File: src/cache_pkg.sv
package cache_pkg;

  // ================================================
  // Widths shared by the processor and AXI sides
  // ================================================

  // Byte address, both sides
  localparam int ADDR_W = 32;

  // One cache word, also one AXI beat
  localparam int WORD_W = 32;

  // Byte lanes per word
  localparam int STRB_W = WORD_W / 8;

  // All lanes set means the write covers the whole word
  localparam logic [STRB_W-1:0] FULL_STRB = '1;

  // ================================================
  // Controller states
  // ================================================
  typedef enum logic [1:0] {
    IDLE,
    FILL,
    WRITE
  } ctrl_state_t;

  // ================================================
  // AXI channel payloads
  // ================================================

  // AR, line aligned, len is beats minus one
  typedef struct packed {
    logic [ADDR_W-1:0] addr;
    logic [7:0]        len;
  } axi_ar_t;

  // R beat, id and resp are not carried
  typedef struct packed {
    logic [WORD_W-1:0] data;
    logic              last;
  } axi_r_t;

  // AW, single beat
  typedef struct packed {
    logic [ADDR_W-1:0] addr;
  } axi_aw_t;

  // W beat, last is implied
  typedef struct packed {
    logic [WORD_W-1:0] data;
    logic [STRB_W-1:0] strb;
  } axi_w_t;

  // ================================================
  // Processor write request
  // ================================================
  typedef struct packed {
    logic [ADDR_W-1:0] addr;
    logic [WORD_W-1:0] data;
    logic [STRB_W-1:0] strb;
  } cpu_wr_t;

endpackage

File: src/fill_beat_counter.sv
`timescale 1ns/1ps

module fill_beat_counter #(
  parameter int CACHE_BYTES = 1024,
  parameter int LINE_BYTES  = 16
) (
  input  logic                         clk,
  input  logic                         rst_n,
  input  logic                         i_fill_start,
  input  logic [cache_pkg::ADDR_W-1:0] i_rd_addr,
  input  logic                         i_r_valid,
  output logic [$clog2(LINE_BYTES/4)-1:0] o_word_idx,
  output logic [$clog2(CACHE_BYTES/LINE_BYTES)-1:0] o_set,
  output logic [cache_pkg::ADDR_W-$clog2(CACHE_BYTES)-1:0] o_tag,
  output logic                         o_beat_is_req
);

  // Line geometry
  localparam int SETS  = CACHE_BYTES / LINE_BYTES;
  localparam int WORDS = LINE_BYTES / 4;
  localparam int OFF_W = $clog2(LINE_BYTES);
  localparam int SET_W = $clog2(SETS);
  localparam int TAG_W = cache_pkg::ADDR_W - SET_W - OFF_W;
  localparam int IDX_W = $clog2(WORDS);

  // One extra bit so a full line is visible
  logic [IDX_W:0]   beat_cnt_q;
  logic [IDX_W-1:0] req_off_q;

  // Beat counter, restarts with every miss
  always_ff @(posedge clk) begin
    if (!rst_n) begin
      beat_cnt_q <= '0;
    end else if (i_fill_start) begin
      beat_cnt_q <= '0;
    end else if (i_r_valid) begin
      beat_cnt_q <= beat_cnt_q + 1'b1;
    end
  end

  // Miss address held for the whole fill
  always_ff @(posedge clk) begin
    if (i_fill_start) begin
      o_tag     <= i_rd_addr[cache_pkg::ADDR_W-1 -: TAG_W];
      o_set     <= i_rd_addr[OFF_W +: SET_W];
      req_off_q <= i_rd_addr[2 +: IDX_W];
    end
  end

  // Incrementing burst, so beat number is the word index
  assign o_word_idx = beat_cnt_q[IDX_W-1:0];

  // Live beat carries the word the processor asked for
  assign o_beat_is_req = i_r_valid && (o_word_idx == req_off_q);

  // Memory never sends more beats than the line holds
  a_beat_in_line : assert property (@(posedge clk) disable iff (!rst_n)
    i_r_valid |-> (beat_cnt_q < (IDX_W + 1)'(WORDS)));

endmodule

File: config.mk
export PLATFORM = sky130hd
export DESIGN_NAME = fill_beat_counter
export DESIGN_NICKNAME = d
export VERILOG_FILES = /design/src/cache_pkg.sv /design/src/fill_beat_counter.sv
export SDC_FILE = /design/constraint.sdc
export NUM_CORES = 1
export LEC_CHECK = 0
export BUFFER_PORTS_ARGS = -buffer_cell sky130_fd_sc_hd__clkbuf_2
export CAP_MARGIN = 20
export CELL_PAD_IN_SITES_DETAIL_PLACEMENT = 1
export CELL_PAD_IN_SITES_GLOBAL_PLACEMENT = 1
export CORE_MARGIN = 4
export CORE_UTILIZATION = 30
export CTS_BUF_LIST = sky130_fd_sc_hd__clkbuf_4
export DETAILED_ROUTE_END_ITERATION = 10
export GPL_TIMING_DRIVEN = 0
export PLACE_DENSITY = 0.78
export SLEW_MARGIN = 30
export SYNTH_ARGS = -nofsm -noshare
export SYNTH_HDL_FRONTEND = slang
export SYNTH_SLANG_ARGS = --single-unit
File: constraint.sdc
create_clock -name clk -period 0.9 [get_ports clk]
set_clock_uncertainty 0.1 [all_clocks]
set_input_delay 0.18 -clock clk [delete_from_list [all_inputs] [get_ports clk]]
set_output_delay 0.18 -clock clk [all_outputs]
set_load 0.05 [all_outputs]
After elaboration in Yosys (flattened, before gate mapping)
Index checks and enable logic that the tools add are counted.
{"block": "classes", "add_sub_neg": 1, "eq_ne": 1, "n_bitwise": 1, "reduce_logical": 2}
{"op": "$add A3 B1 Y3 const B", "count": 1}
{"op": "$eq A2 B2 Y1", "count": 1}
{"op": "$reduce_or A2 Y1", "count": 1}
{"op": "$logic_and A1 B1 Y1", "count": 1}
{"op": "$not A1 Y1", "count": 1}
{"block": "totals", "reg_bits": 33, "in_bits": 36, "wordCells": 9}

Depth between registers and ports, before layout
{"block": "logic_depth", "ltp_word": 2, "ltp_mapped": 2, "depth_no_buf": 2}

Least setup slack after synthesis
No wires, ideal clock.
{"block": "synth_path", "path_type": "register to output", "startpoint": "register beat_cnt_q[0]", "endpoint": "output o_beat_is_req", "arrival_ns": 1.325, "slack_ns": -0.705, "path_stages_with_launch": 3, "path_cell_list": "dfxtp_1 xnor2_1 and3_1"}
{"block": "synth_between", "elab_chain_len": 2}
{"item": "from (decl)", "line": "fill_beat_counter.sv:27", "rtl": "logic [IDX_W:0] beat_cnt_q;"}
{"item": "from (signal assigned)", "line": "fill_beat_counter.sv:37", "rtl": "beat_cnt_q <= beat_cnt_q + 1'b1;"}
{"item": "$eq A2 B2 Y1", "line": "fill_beat_counter.sv:54", "rtl": "assign o_beat_is_req = i_r_valid && (o_word_idx == req_off_q);"}
{"item": "$logic_and A1 B1 Y1", "line": "fill_beat_counter.sv:54"}
{"item": "to (decl)", "line": "fill_beat_counter.sv:15", "rtl": "output logic o_beat_is_req"}
Every way passes these cells.

Worst setup path in the final report
{"block": "layout_path", "startpoint": "register req_off_q[1]", "endpoint": "output o_beat_is_req"}
{"block": "layout_between", "elab_chain_len": 2}
{"item": "from (decl)", "line": "fill_beat_counter.sv:28", "rtl": "logic [IDX_W-1:0] req_off_q;"}
{"item": "from (signal assigned)", "line": "fill_beat_counter.sv:46", "rtl": "req_off_q <= i_rd_addr[2 +: IDX_W];"}
{"item": "$eq A2 B2 Y1", "line": "fill_beat_counter.sv:54"}
{"item": "$logic_and A1 B1 Y1", "line": "fill_beat_counter.sv:54"}
Every way passes these cells.

==> flow_summary_export.csv <==
group,metric,value,unit
min_path,min-delay-start,"i_r_valid",
drt,vias,772,
worst_setup_path,crit_arrival,1340,ps
floorplanning,die_x,65.9,um
placed_design,routabilityCongestion,0.664,
clock_tree,cts_buffers,5,
power,p_leak,0.885,nW
sta,setup_tns,-9920,ps
global_route,grt_start_max_net_pins,32,
clock_tree,numClockSinks,32,
floorplanning,io_pins,67,
global_route,grt_pass1_vias,909,
logic_synthesis,synth_top_area_cell,"edfxtp_1",
logic_synthesis,yosysSeqAreaShare,0.935,
drt,wirelength,3.67,mm
drt,postRouteAntennaNets,0,
placed_design,dpl_cell_area,1390,sq um
power,p_per_area,1800,nW/um^2
logic_synthesis,syn_area,1010,sq um
floorplanning,dieArea,4340,sq um
worst_setup_path,slowest_stage,"edfxtp_1",
global_route,grt_pass1_wl,5.25,mm
logic_synthesis,ys_ff_latch,32,
final_layout,design_area,2120,sq um
sta,hold_violations,0,
drt,wire_per_inst,19.5,um
status,outcome,"finished, violations left",
logic_synthesis,ys_types,9,
sta,setup_slack,-718,ps
sta,fin_hold_ws,82.6,ps
worst_setup_path,max_stage_delay,430,ps
final_layout,nets,179,
logic_synthesis,syn_avg_cell_area,24.5,sq um
worst_setup_path,crit_chain,"xnor2_1, and3_4, clkbuf_16",
worst_setup_path,crit_type,"reg2out",
placed_design,numPortBuffers,64,
logic_synthesis,yosysWarnings,0,
floorplanning,num_rows,20,
global_route,overflow,0,
final_layout,layout-area-overhead-vs-synth,111,%
sta,period_minus_slack,1620,ps
final_layout,fin_cells,188,
floorplanning,coreArea,3130,sq um
drt,viasPerCell,4.11,
floorplanning,start_util,0.322,
drt,drtIter0Drc,33,
sta,setup_viol,33,
worst_setup_path,r2r-start,"beat_cnt_q[1]",
logic_synthesis,syn_nets,77,
worst_setup_path,critPathCaptureType,"output port",
clock_tree,path_clk_slew,120,ps
logic_synthesis,syn_inst,41,
power,peakVddDrop,1640,uV
floorplanning,die_y,65.9,um
final_layout,drive_gt1_frac,0.535,
worst_setup_path,worst_ep_required_time,620,ps
worst_setup_path,r2r-end,"beat_cnt_q[1]",
clock_tree,postCtsSetupRepairBufs,0,
min_path,hold_end,"beat_cnt_q[1]",
final_layout,diodes,0,
sta,max_freq,0.618,GHz
worst_setup_path,ff2ff_setup_slack,-70,ps
min_path,hold_depth,3,
sta,tightest_slew,417,ps
worst_setup_path,crit_path_start_kind,"flop",
global_route,gr-usage-all-layers,0.175,
clock_tree,root_buffer,"clkbuf_4",
worst_setup_path,crit_fanout,1,
drt,drc,0,
clock_tree,cts_tree,"built",
drt,dr.pass1.iters,4,
logic_synthesis,netlist.area_leader.share,0.896,
sta,fin_crit_sh,1.80,
worst_setup_path,worstRegToRegCells,2,
global_route,grt_antenna_before_repair,0,
clock_tree,clock_path_buffers,2,
clock_tree,clock_latency,330,ps
sta,relSlewSlack,0.722,
flow_run,cap_viol_max_count,0,
status,violations,"setup timing",
min_path,worstHoldPathType,"in2reg",
sta,rsz0062_at_grt,"true",
sta,maxSlewViolCount,0,
placed_design,placedCellCount,149,
clock_tree,h-tree-depth,2,
logic_synthesis,synth_area_leaders,"edfxtp_1 90%, dfxtp_1 4.0%, xnor2_1 2.6%",
==> stage by stage <==
| stage | power (mW) | setup WS [ps] | utilization |
|---|---|---|---|
| after CTS | 3.77 | -682 | 0.671 |
| after detailed placement | 2.43 | -395 | 0.446 |
| after global routing | 3.99 | -771 | 0.678 |
| after global placement | 2.41 | -336 | 0.446 |
| final | 3.83 | -718 | 0.678 |
| after floorplan | 2.22 | -244 | - |
==> layer usage <==
layer,track usage,routed length [um],vias to the layer above
li1,-,-,362
met1,0.203,1430,368
met2,0.302,1980,37
met3,0.0612,217,5
met4,0.0544,45,0
met5,0,0,-
==> final cells by class <==
class,count,area (sq um)
Clock buffer,5,37.5
Fill cell,284,1010
Tap cell,44,55.1
Clock inverter,3,37.5
Timing Repair Buffer,95,955
Sequential cell,32,948
Multi-Input combinational cell,9,88.8
==> report_power, final <==
part,total (mW),internal [mW],leakage [nW],switching [mW]
logic,0.937,0.419,0.533,0.518
registers,1.83,1.75,0.311,0.0748
clock network,1.07,0.567,0.0403,0.499
total,3.83,2.74,0.885,1.09
==> worst max-delay path: cells and delay by family, from the launching register on <==
| kind | cells | cell delay (ps) |
|---|---|---|
| buffers and inverters | 1 | 160 |
| flip-flops | 1 | 430 |
| XOR/XNOR | 1 | 190 |
| AND/OR/NAND/NOR | 1 | 220 |
==> state kept, by name, indices dropped and copies added (netlist names) <==
register,cells
o_tag,22
beat_cnt_q,2
req_off_q,2
o_set,6
==> worst max-delay path by stage <==
stage | start | endpoint | slack [ps] | cells after the start
floorplan | beat_cnt_q[0] | o_beat_is_req | -240 | 2
finish | req_off_q[1] | o_beat_is_req | -720 | 3
CTS | req_off_q[1] | o_beat_is_req | -680 | 3
global route | req_off_q[1] | o_beat_is_req | -770 | 3
global placement | req_off_q[1] | o_beat_is_req | -340 | 3
detailed placement | req_off_q[0] | o_beat_is_req | -400 | 3
==> repair_timing <==
item,in CTS,in global routing
setup endpoints to repair,32,33
gates resized for setup,68,14
hold endpoints to repair,31,0
hold buffers,31,0
==> synth_stat cells <==
master / count
nor2_1: 1
edfxtp_1: 30
a21oi_1: 1
nand2b_1: 1
a21bo_2: 1
xnor2_1: 3
and3_1: 1
dfxtp_1: 2
nand3b_1: 1
==> cells in the final DEF (no fill, tap or decap), drive strengths merged, types with 2 or more instances in the layout <==
cell type    count
clkbuf          56
dfxtp            2
clkinv           2
buf             13
dlygate4sd3     31
edfxtp          30
xnor2            3
==> cells by family (layout without fill, tap and decap cells) <==
logic type                count (synthesis)  after routing  synth area share
AOI/OAI and AO/OA                         2              2            0.0149
DFF                                      32             32             0.935
buffers and inverters                     0            103                 0
xor gates and xnor gates                  3              3            0.0261
and+or+nand+nor                           4              4            0.0236
Note: power is estimated with default switching activity, not from simulation.
