==> src/cache_pkg.sv <==
package cache_pkg;

  // ================================================
  // Widths shared by the processor and AXI sides
  // ================================================

  // Byte address, both sides
  localparam int ADDR_W = 32;

  // One cache word, also one AXI beat
  localparam int WORD_W = 32;

  // Byte lanes per word
  localparam int STRB_W = WORD_W / 8;

  // All lanes set means the write covers the whole word
  localparam logic [STRB_W-1:0] FULL_STRB = '1;

  // ================================================
  // Controller states
  // ================================================
  typedef enum logic [1:0] {
    IDLE,
    FILL,
    WRITE
  } ctrl_state_t;

  // ================================================
  // AXI channel payloads
  // ================================================

  // AR, line aligned, len is beats minus one
  typedef struct packed {
    logic [ADDR_W-1:0] addr;
    logic [7:0]        len;
  } axi_ar_t;

  // R beat, id and resp are not carried
  typedef struct packed {
    logic [WORD_W-1:0] data;
    logic              last;
  } axi_r_t;

  // AW, single beat
  typedef struct packed {
    logic [ADDR_W-1:0] addr;
  } axi_aw_t;

  // W beat, last is implied
  typedef struct packed {
    logic [WORD_W-1:0] data;
    logic [STRB_W-1:0] strb;
  } axi_w_t;

  // ================================================
  // Processor write request
  // ================================================
  typedef struct packed {
    logic [ADDR_W-1:0] addr;
    logic [WORD_W-1:0] data;
    logic [STRB_W-1:0] strb;
  } cpu_wr_t;

endpackage

==> src/cache_ctrl_fsm.sv <==
`timescale 1ns/1ps

module cache_ctrl_fsm (
  input  logic                   clk,
  input  logic                   rst_n,
  input  logic                   i_rd_valid,
  input  logic                   i_rd_hit,
  input  logic                   i_wr_valid,
  input  logic                   i_r_valid,
  input  logic                   i_r_last,
  input  logic                   i_ar_ready,
  input  logic                   i_aw_ready,
  input  logic                   i_w_ready,
  output cache_pkg::ctrl_state_t o_state,
  output logic                   o_rd_ready,
  output logic                   o_wr_ready,
  output logic                   o_fill_start,
  output logic                   o_fill_done,
  output logic                   o_wt_start,
  output logic                   o_ar_valid,
  output logic                   o_aw_valid,
  output logic                   o_w_valid
);

  cache_pkg::ctrl_state_t state_q;
  cache_pkg::ctrl_state_t state_d;

  // Sticky completion flags for the write-through
  logic aw_done_q;
  logic w_done_q;

  logic aw_fire;
  logic w_fire;
  logic aw_complete;
  logic w_complete;

  // ================================================
  // Write channel tracking
  // ================================================
  assign aw_fire = o_aw_valid && i_aw_ready;
  assign w_fire  = o_w_valid && i_w_ready;

  // Done if seen earlier or completing right now
  assign aw_complete = aw_done_q || aw_fire;
  assign w_complete  = w_done_q || w_fire;

  // ================================================
  // Next state and event strobes
  // ================================================
  always_comb begin
    state_d      = state_q;
    o_fill_start = 1'b0;
    o_wt_start   = 1'b0;
    o_fill_done  = 1'b0;
    o_wr_ready   = 1'b0;

    case (state_q)
      cache_pkg::IDLE: begin
        // Read hits are answered in place, a miss goes off to fill
        if (i_rd_valid && !i_rd_hit) begin
          o_fill_start = 1'b1;
          state_d      = cache_pkg::FILL;
        end else if (i_wr_valid) begin
          o_wt_start = 1'b1;
          state_d    = cache_pkg::WRITE;
        end
      end

      cache_pkg::FILL: begin
        // R ready is tied high, so every valid beat is taken
        if (i_r_valid && i_r_last) begin
          o_fill_done = 1'b1;
          state_d     = cache_pkg::IDLE;
        end
      end

      cache_pkg::WRITE: begin
        // Processor write transfers once both AW and W are through
        if (aw_complete && w_complete) begin
          o_wr_ready = 1'b1;
          state_d    = cache_pkg::IDLE;
        end
      end

      default: begin
        state_d = cache_pkg::IDLE;
      end
    endcase
  end

  // Reads only get in while idle
  assign o_rd_ready = (state_q == cache_pkg::IDLE);
  assign o_state    = state_q;

  // ================================================
  // State and AXI valid registers
  // ================================================
  always_ff @(posedge clk) begin
    if (!rst_n) begin
      state_q    <= cache_pkg::IDLE;
      o_ar_valid <= 1'b0;
      o_aw_valid <= 1'b0;
      o_w_valid  <= 1'b0;
      aw_done_q  <= 1'b0;
      w_done_q   <= 1'b0;
    end else begin
      state_q <= state_d;

      // Raise one cycle after the event, drop on handshake
      o_ar_valid <= o_fill_start || (o_ar_valid && !i_ar_ready);
      o_aw_valid <= o_wt_start || (o_aw_valid && !i_aw_ready);
      o_w_valid  <= o_wt_start || (o_w_valid && !i_w_ready);

      // Cleared when a new write-through begins
      aw_done_q <= !o_wt_start && aw_complete;
      w_done_q  <= !o_wt_start && w_complete;
    end
  end

  // ================================================
  // Checks
  // ================================================

  // AR stays up until memory takes it, all within the fill
  a_ar_hold : assert property (@(posedge clk) disable iff (!rst_n)
    o_ar_valid && !i_ar_ready |=> o_ar_valid && (state_q == cache_pkg::FILL));

  // Busy states never carry the other request's channels
  a_busy_no_accept : assert property (@(posedge clk) disable iff (!rst_n)
    !((state_q == cache_pkg::FILL) && (o_aw_valid || o_w_valid)) &&
    !((state_q == cache_pkg::WRITE) && o_ar_valid));

endmodule

==> config.mk <==
export PLATFORM = sky130hd
export DESIGN_NAME = cache_ctrl_fsm
export DESIGN_NICKNAME = d
export VERILOG_FILES = /design/src/cache_pkg.sv /design/src/cache_ctrl_fsm.sv
export SDC_FILE = /design/constraint.sdc
export NUM_CORES = 1
export LEC_CHECK = 0
export ABC_AREA = 1
export BUFFER_PORTS_ARGS = -buffer_cell sky130_fd_sc_hd__buf_2
export CAP_MARGIN = 0
export CORE_AREA = 2 2 39 41
export CTS_CLUSTER_DIAMETER = 60
export DETAILED_ROUTE_END_ITERATION = 8
export DIE_AREA = 0 0 41 43
export PLACE_DENSITY = 0.48
export SYNTH_ARGS = -nofsm -noshare
export SYNTH_HDL_FRONTEND = slang
export SYNTH_SLANG_ARGS = --single-unit
==> constraint.sdc <==
create_clock -name clk -period 1 [get_ports clk]
set_input_delay 0.2 -clock clk [delete_from_list [all_inputs] [get_ports clk]]
set_output_delay 0.2 -clock clk [all_outputs]
set_load 0.005 [all_outputs]
== Word level (Yosys, flattened, before mapping) ==
Index checks and enable logic that the tools add are counted.
Word-level totals
  bits in writable memories: 0
  bits in registers: 7
  output and inout port bits: 10
  latch bits: 0
  ROM bits: 0
  input port bits: 10
  memories: 0
  logic and storage cells: 47
Operators by class
  reductions and logical operators: 22
  multipliers: 0
  $add $sub $neg: 0
  shift operators: 0
  mux-type cells: 14
  $lt $le $gt $ge: 0
  equal/unequal tests: 5
  div/mod/pow operators: 0
  bitwise gates (word level): 0
Operators by type and width (number)
  1-bit logical AND: 10
  1-bit two-way mux: 9
  2-bit two-way mux: 4
  2-bit case mux with 3 select lines: 1
  1-bit zero test: 5
  1-bit logical OR: 5
  2-bit != test (second input constant): 2
  3-bit by 2-bit != test with 1-bit output (second input constant): 1
  3-bit AND reduction: 1
  2-bit by 1-bit equality test with 1-bit output (second input constant): 1
  2-bit equality test (second input constant): 1
  2-bit zero test: 1

== Depth between registers and ports, before layout ==
  depth after elaboration: 6
  mapped depth: 5
  depth with buffers taken out: 5

== Worst setup path before layout ==
Ideal clock, no wire load.
  path type: reg2out
  start: reg o_w_valid
  end: out o_wr_ready
  path buffers: 0
  required time: 0.800 ns
  path slack: 0.102 ns
  data arrival time: 0.698 ns
  stages on the path, launching flop included: 5
  cells stage by stage: dfxtp_1 nand2_1 nand2_1 nand2_1 nor3_1
On the way
  cells in the longest elaborated chain, start to end: 5
Ends and longest elaborated chain
  from (decl): line cache_ctrl_fsm.sv:22  | output logic o_w_valid
  from (signal assigned): line cache_ctrl_fsm.sv:112  | o_w_valid <= o_wt_start || (o_w_valid && !i_w_ready);
  1-bit logical AND: line cache_ctrl_fsm.sv:41  | assign w_fire = o_w_valid && i_w_ready;
  1-bit logical OR: line cache_ctrl_fsm.sv:45  | assign w_complete = w_done_q || w_fire;
  1-bit logical AND: line cache_ctrl_fsm.sv:79  | if (aw_complete && w_complete) begin
  1-bit two-way mux: line cache_ctrl_fsm.sv:79
  1-bit two-way mux: line cache_ctrl_fsm.sv:57  | case (state_q)
  to (decl): line cache_ctrl_fsm.sv:16  | output logic o_wr_ready,
Every way passes these cells.

== Worst setup path after layout ==
Same ends and word-level chain as after synthesis.

==> impl.org <==
** Drt
- In this run, the number of DRC markers left after iteration 0 of detailed routing was 1.
- In the final routed layout, each cell accounts on average for 8.81 µm.
- In the routed design, unresolved DRC markers number 0.
- The routed layout has 382 vias.
- Summed over all layers, the routed wires come to 819 µm.
- Ratio of routed vias to standard cells :: 4.11
- Pre-Repair DR Iteration Count :: 2
- DRT antenna net count :: 0

** Critical path
- Critical path startpoint category :: register
- Required time at the worst-slack endpoint :: 0.80 ns
- The slowest stage of the critical path belongs to the cell sky130_fd_sc_hd__dfxtp_2.
- Reg-to-Reg Start :: o_state[1]
- The endpoint identified for the worst register-to-register timing path is o_ar_valid.
- The worst setup path is captured at an output pin.
- Among the stages of the critical path, the cell type that occurs most often is sky130_fd_sc_hd__nand2_1.
- In this run the worst path has a maximum fanout of 2.
- Slowest cell delay on critical path :: 0.33 ns
- Cells along the critical path :: nand2_1 -> nand2_1 -> nand2_2 -> nor3_2 -> buf_2
- Crit path kind :: reg2out
- Minimum setup slack among reg-to-reg paths :: -0.01 ns
- Number of cell instances on the worst register-to-register path :: 5
- WP data arrival :: 1.01 ns

** Clock tree
- Clock-pin slew was measured on the worst setup and hold paths at 0.06 ns.
- For the worst-skew pair, the clock arrives at the later sink with an insertion delay of 0.27 ns.
- Clock buffers created by TritonCTS :: 3
- Post-CTS Hold Fix Bufs :: 0
- TritonCTS built the clock tree.
- Clock tree root buffer cell :: sky130_fd_sc_hd__clkbuf_4
- Clk buf depth :: 2
- CTS saw 7 sinks.
- CTS built an H-tree with a depth of 1.

** Global routing
- For this run, global-route usage on met1 was measured as 0.113.
- met2 is the most crowded layer.
- Via count of the first global-routing pass :: 328
- In the global route stage, met2 resource usage came out at 0.153.
- The initial antenna violation count was 0.
- Summed over all layers, the global routing overflow is 0.
- Entering global routing, the biggest net connects 6 pins.
- The first global-routing pass estimated 1210 µm of wire.
- For this run, global-route usage on met3 was measured as 0.0366.
- In the global route stage, overall resource usage came out at 0.104.

** Cells and area
- The net count of the finished layout is 88.
- Filler Cells Inserted :: 162
- 0 antenna diodes ended up in the layout.
- Number of non-filler instances in the completed layout :: 93
- The sequential cells in the finished layout cover a total of 148 µm².
- In the final layout, the share of cells above drive strength 1 is 0.675.
- Post-route standard cell area excluding fillers :: 599 µm²
- Compared with the post-synthesis result, the final layout area differs by 80.8%.
- In the final layout, the multi-input gates occupy 178 µm².

** Timing
- For the finished layout, the period the worst path requires is 1.21 ns.
- Fraction of the cycle the final worst path needs :: 1.21
- The final-report hold violation count is 0.
- Worst setup margin :: -0.210 ns
- Peak Freq :: 826 MHz
- Setup violations remaining at the end of the flow were counted as 9.
- Setup repair after global routing missed its margin :: yes
- Worst rel slew slack :: 0.836
- For the final database, setup skew stands at 0.00839 ns.
- For the pin with the worst max-slew slack, the measured transition is 0.246 ns.
- The final number of max-transition violations is 0.

** Power
- The worst-case IR drop observed on VDD is 0.576 mV.
- Dividing total power by cell area gives a power density of 1320 mW/mm².
- Summed over all cells, the static leakage comes to 0.312 nW.

** Place
- Summed over all nets, the half-perimeter wirelength after detailed placement is 590 µm.
- Final weighted congestion of routability-driven global placement :: 0.704
- # placed instances :: 85
- Port Buf Inserts :: 19
- Dpl cell area :: 492 µm²

** Min path
- In this run the most critical hold path is launched from rst_n.
- The path class of the tightest hold or removal check is in2reg.
- Hold worst-path end :: w_done_q
- Number of instances on the worst hold path :: 3

** Outcome
- The final reports fail on negative setup slack.
- Status :: complete, but fails checks

** Logic synthesis
- The share of synthesized area in the top cell type comes to 0.423.
- For this run, the number of Yosys warnings is 0.
- The cell count after synthesis came out at 44.
- Summed over all instances, the cell type with the most area after synthesis is sky130_fd_sc_hd__dfxtp_1.
- Cell types occupying the most area after synthesis :: sky130_fd_sc_hd__dfxtp_1 (42%), sky130_fd_sc_hd__nand2_1 (14%), sky130_fd_sc_hd__inv_1 (11%)
- Counting distinct cell types in the post-synthesis netlist gives 12.
- Counting every net in the synthesized netlist gives 54.
- Number of synthesized register bits :: 7
- For this run, the register share of the synthesized area comes to 0.423.
- Synthesized cell area :: 332 µm²
- Syn avg cell area :: 7.54 µm²

** Floorplanning
- The floorplan step set the die height to 43 µm.
- In this run the standard cell core region covers 0.00138 mm².
- Die X-Extent :: 41 µm
- Starting density of the core :: 0.240
- 20 I/O pins were placed.
- Die area :: 0.00176 mm²
- Number of cell rows :: 14

** Job
- Across the run, the number of max-cap violations was 0.
==> power breakdown <==
group / total, mW / switching, mW / leakage, nW / internal [mW]
Combinational: 0.204 / 0.0919 / 0.238 / 0.113
Clock: 0.273 / 0.120 / 0.0150 / 0.153
Sequential: 0.316 / 0.0156 / 0.0592 / 0.300
==> cell type report <==
class | instances | area share
clock buffers | 4 | 0.0438
multi-input cells | 27 | 0.296
inverters | 10 | 0.0626
flip-flops and latches | 7 | 0.246
well taps | 16 | 0.0334
repair buffers | 29 | 0.317
==> layer usage <==
metal | wire [µm] | share of wire
met1 | 356 | 0.43
met2 | 342 | 0.42
met3 | 92 | 0.11
met4 | 27 | 0.033
met5 | 0 | 0
==> repair_timing <==
item,in CTS,in global routing
buffers inserted,4,0
gates resized for setup,14,4
hold endpoints to repair,0,0
setup endpoints to repair,8,14
pin swaps,3,2
gates cloned,0,0
==> registers in the layout, summed over array words and instances (netlist names) <==
signal,count
o_ar_valid,1
o_w_valid,1
o_state,2
aw_done_q,1
o_aw_valid,1
w_done_q,1
==> through the flow <==
step / utilization / hold WS [ns] / TNS [ns] / total power, mW / setup slack [ns]
after floorplan: - / 0.345 / 0 / 0.395 / 0.102
after global placement: 0.355 / 0.447 / 0 / 0.478 / 0.000234
after detailed placement: 0.355 / 0.449 / -0.00665 / 0.479 / -0.00665
after CTS: 0.424 / 0.199 / -1.01 / 0.792 / -0.219
after global routing: 0.433 / 0.216 / -1.23 / 0.833 / -0.239
final: 0.433 / 0.200 / -0.883 / 0.794 / -0.210
==> cell usage in the layout (no fill, tap or decap), drive strengths merged <==
cell and count:
buf 29, nand2 13, inv 10, a21oi 7
dfxtp 7, clkbuf 4, nor2 3, nand3 3
nor3 1
==> cells by family (layout without fill, tap and decap cells) <==
kind of cell / count (synthesis) / after routing / share of synthesized area
compound gates: 7 / 7 / 0.140
simple gates: 20 / 20 / 0.325
buf+inv: 10 / 43 / 0.113
flops: 7 / 7 / 0.423
==> worst max-delay path: cells and delay by family, from the launching register on <==
kind	cells	cell delay (ns)
buf+inv	1	0.13
flops	1	0.33
simple gates	4	0.29
==> synth_stat cells <==
cell and n:
sky130_fd_sc_hd__nand2_2 1, sky130_fd_sc_hd__nand2_1 12, sky130_fd_sc_hd__nor3_1 1, sky130_fd_sc_hd__a21oi_2 3, sky130_fd_sc_hd__nand3_2 1, sky130_fd_sc_hd__nor2_1 2
sky130_fd_sc_hd__nand3_4 1, sky130_fd_sc_hd__nor2_4 1, sky130_fd_sc_hd__a21oi_1 4, sky130_fd_sc_hd__nand3_1 1, sky130_fd_sc_hd__inv_1 10, sky130_fd_sc_hd__dfxtp_1 7
==> worst max-delay path by stage <==
| stage | slack (ns) | start | endpoint |
|---|---|---|---|
| global route | -0.24 | o_state[1] | o_fill_start |
| CTS | -0.22 | o_state[0] | o_fill_start |
| global placement | 0.0002 | o_state[0] | o_wt_start |
| detailed placement | -0.007 | o_state[0] | o_wt_start |
| finish | -0.21 | o_w_valid | o_wr_ready |
| floorplan | 0.10 | o_w_valid | o_wr_ready |
Note: power is estimated with default switching activity, not from simulation.
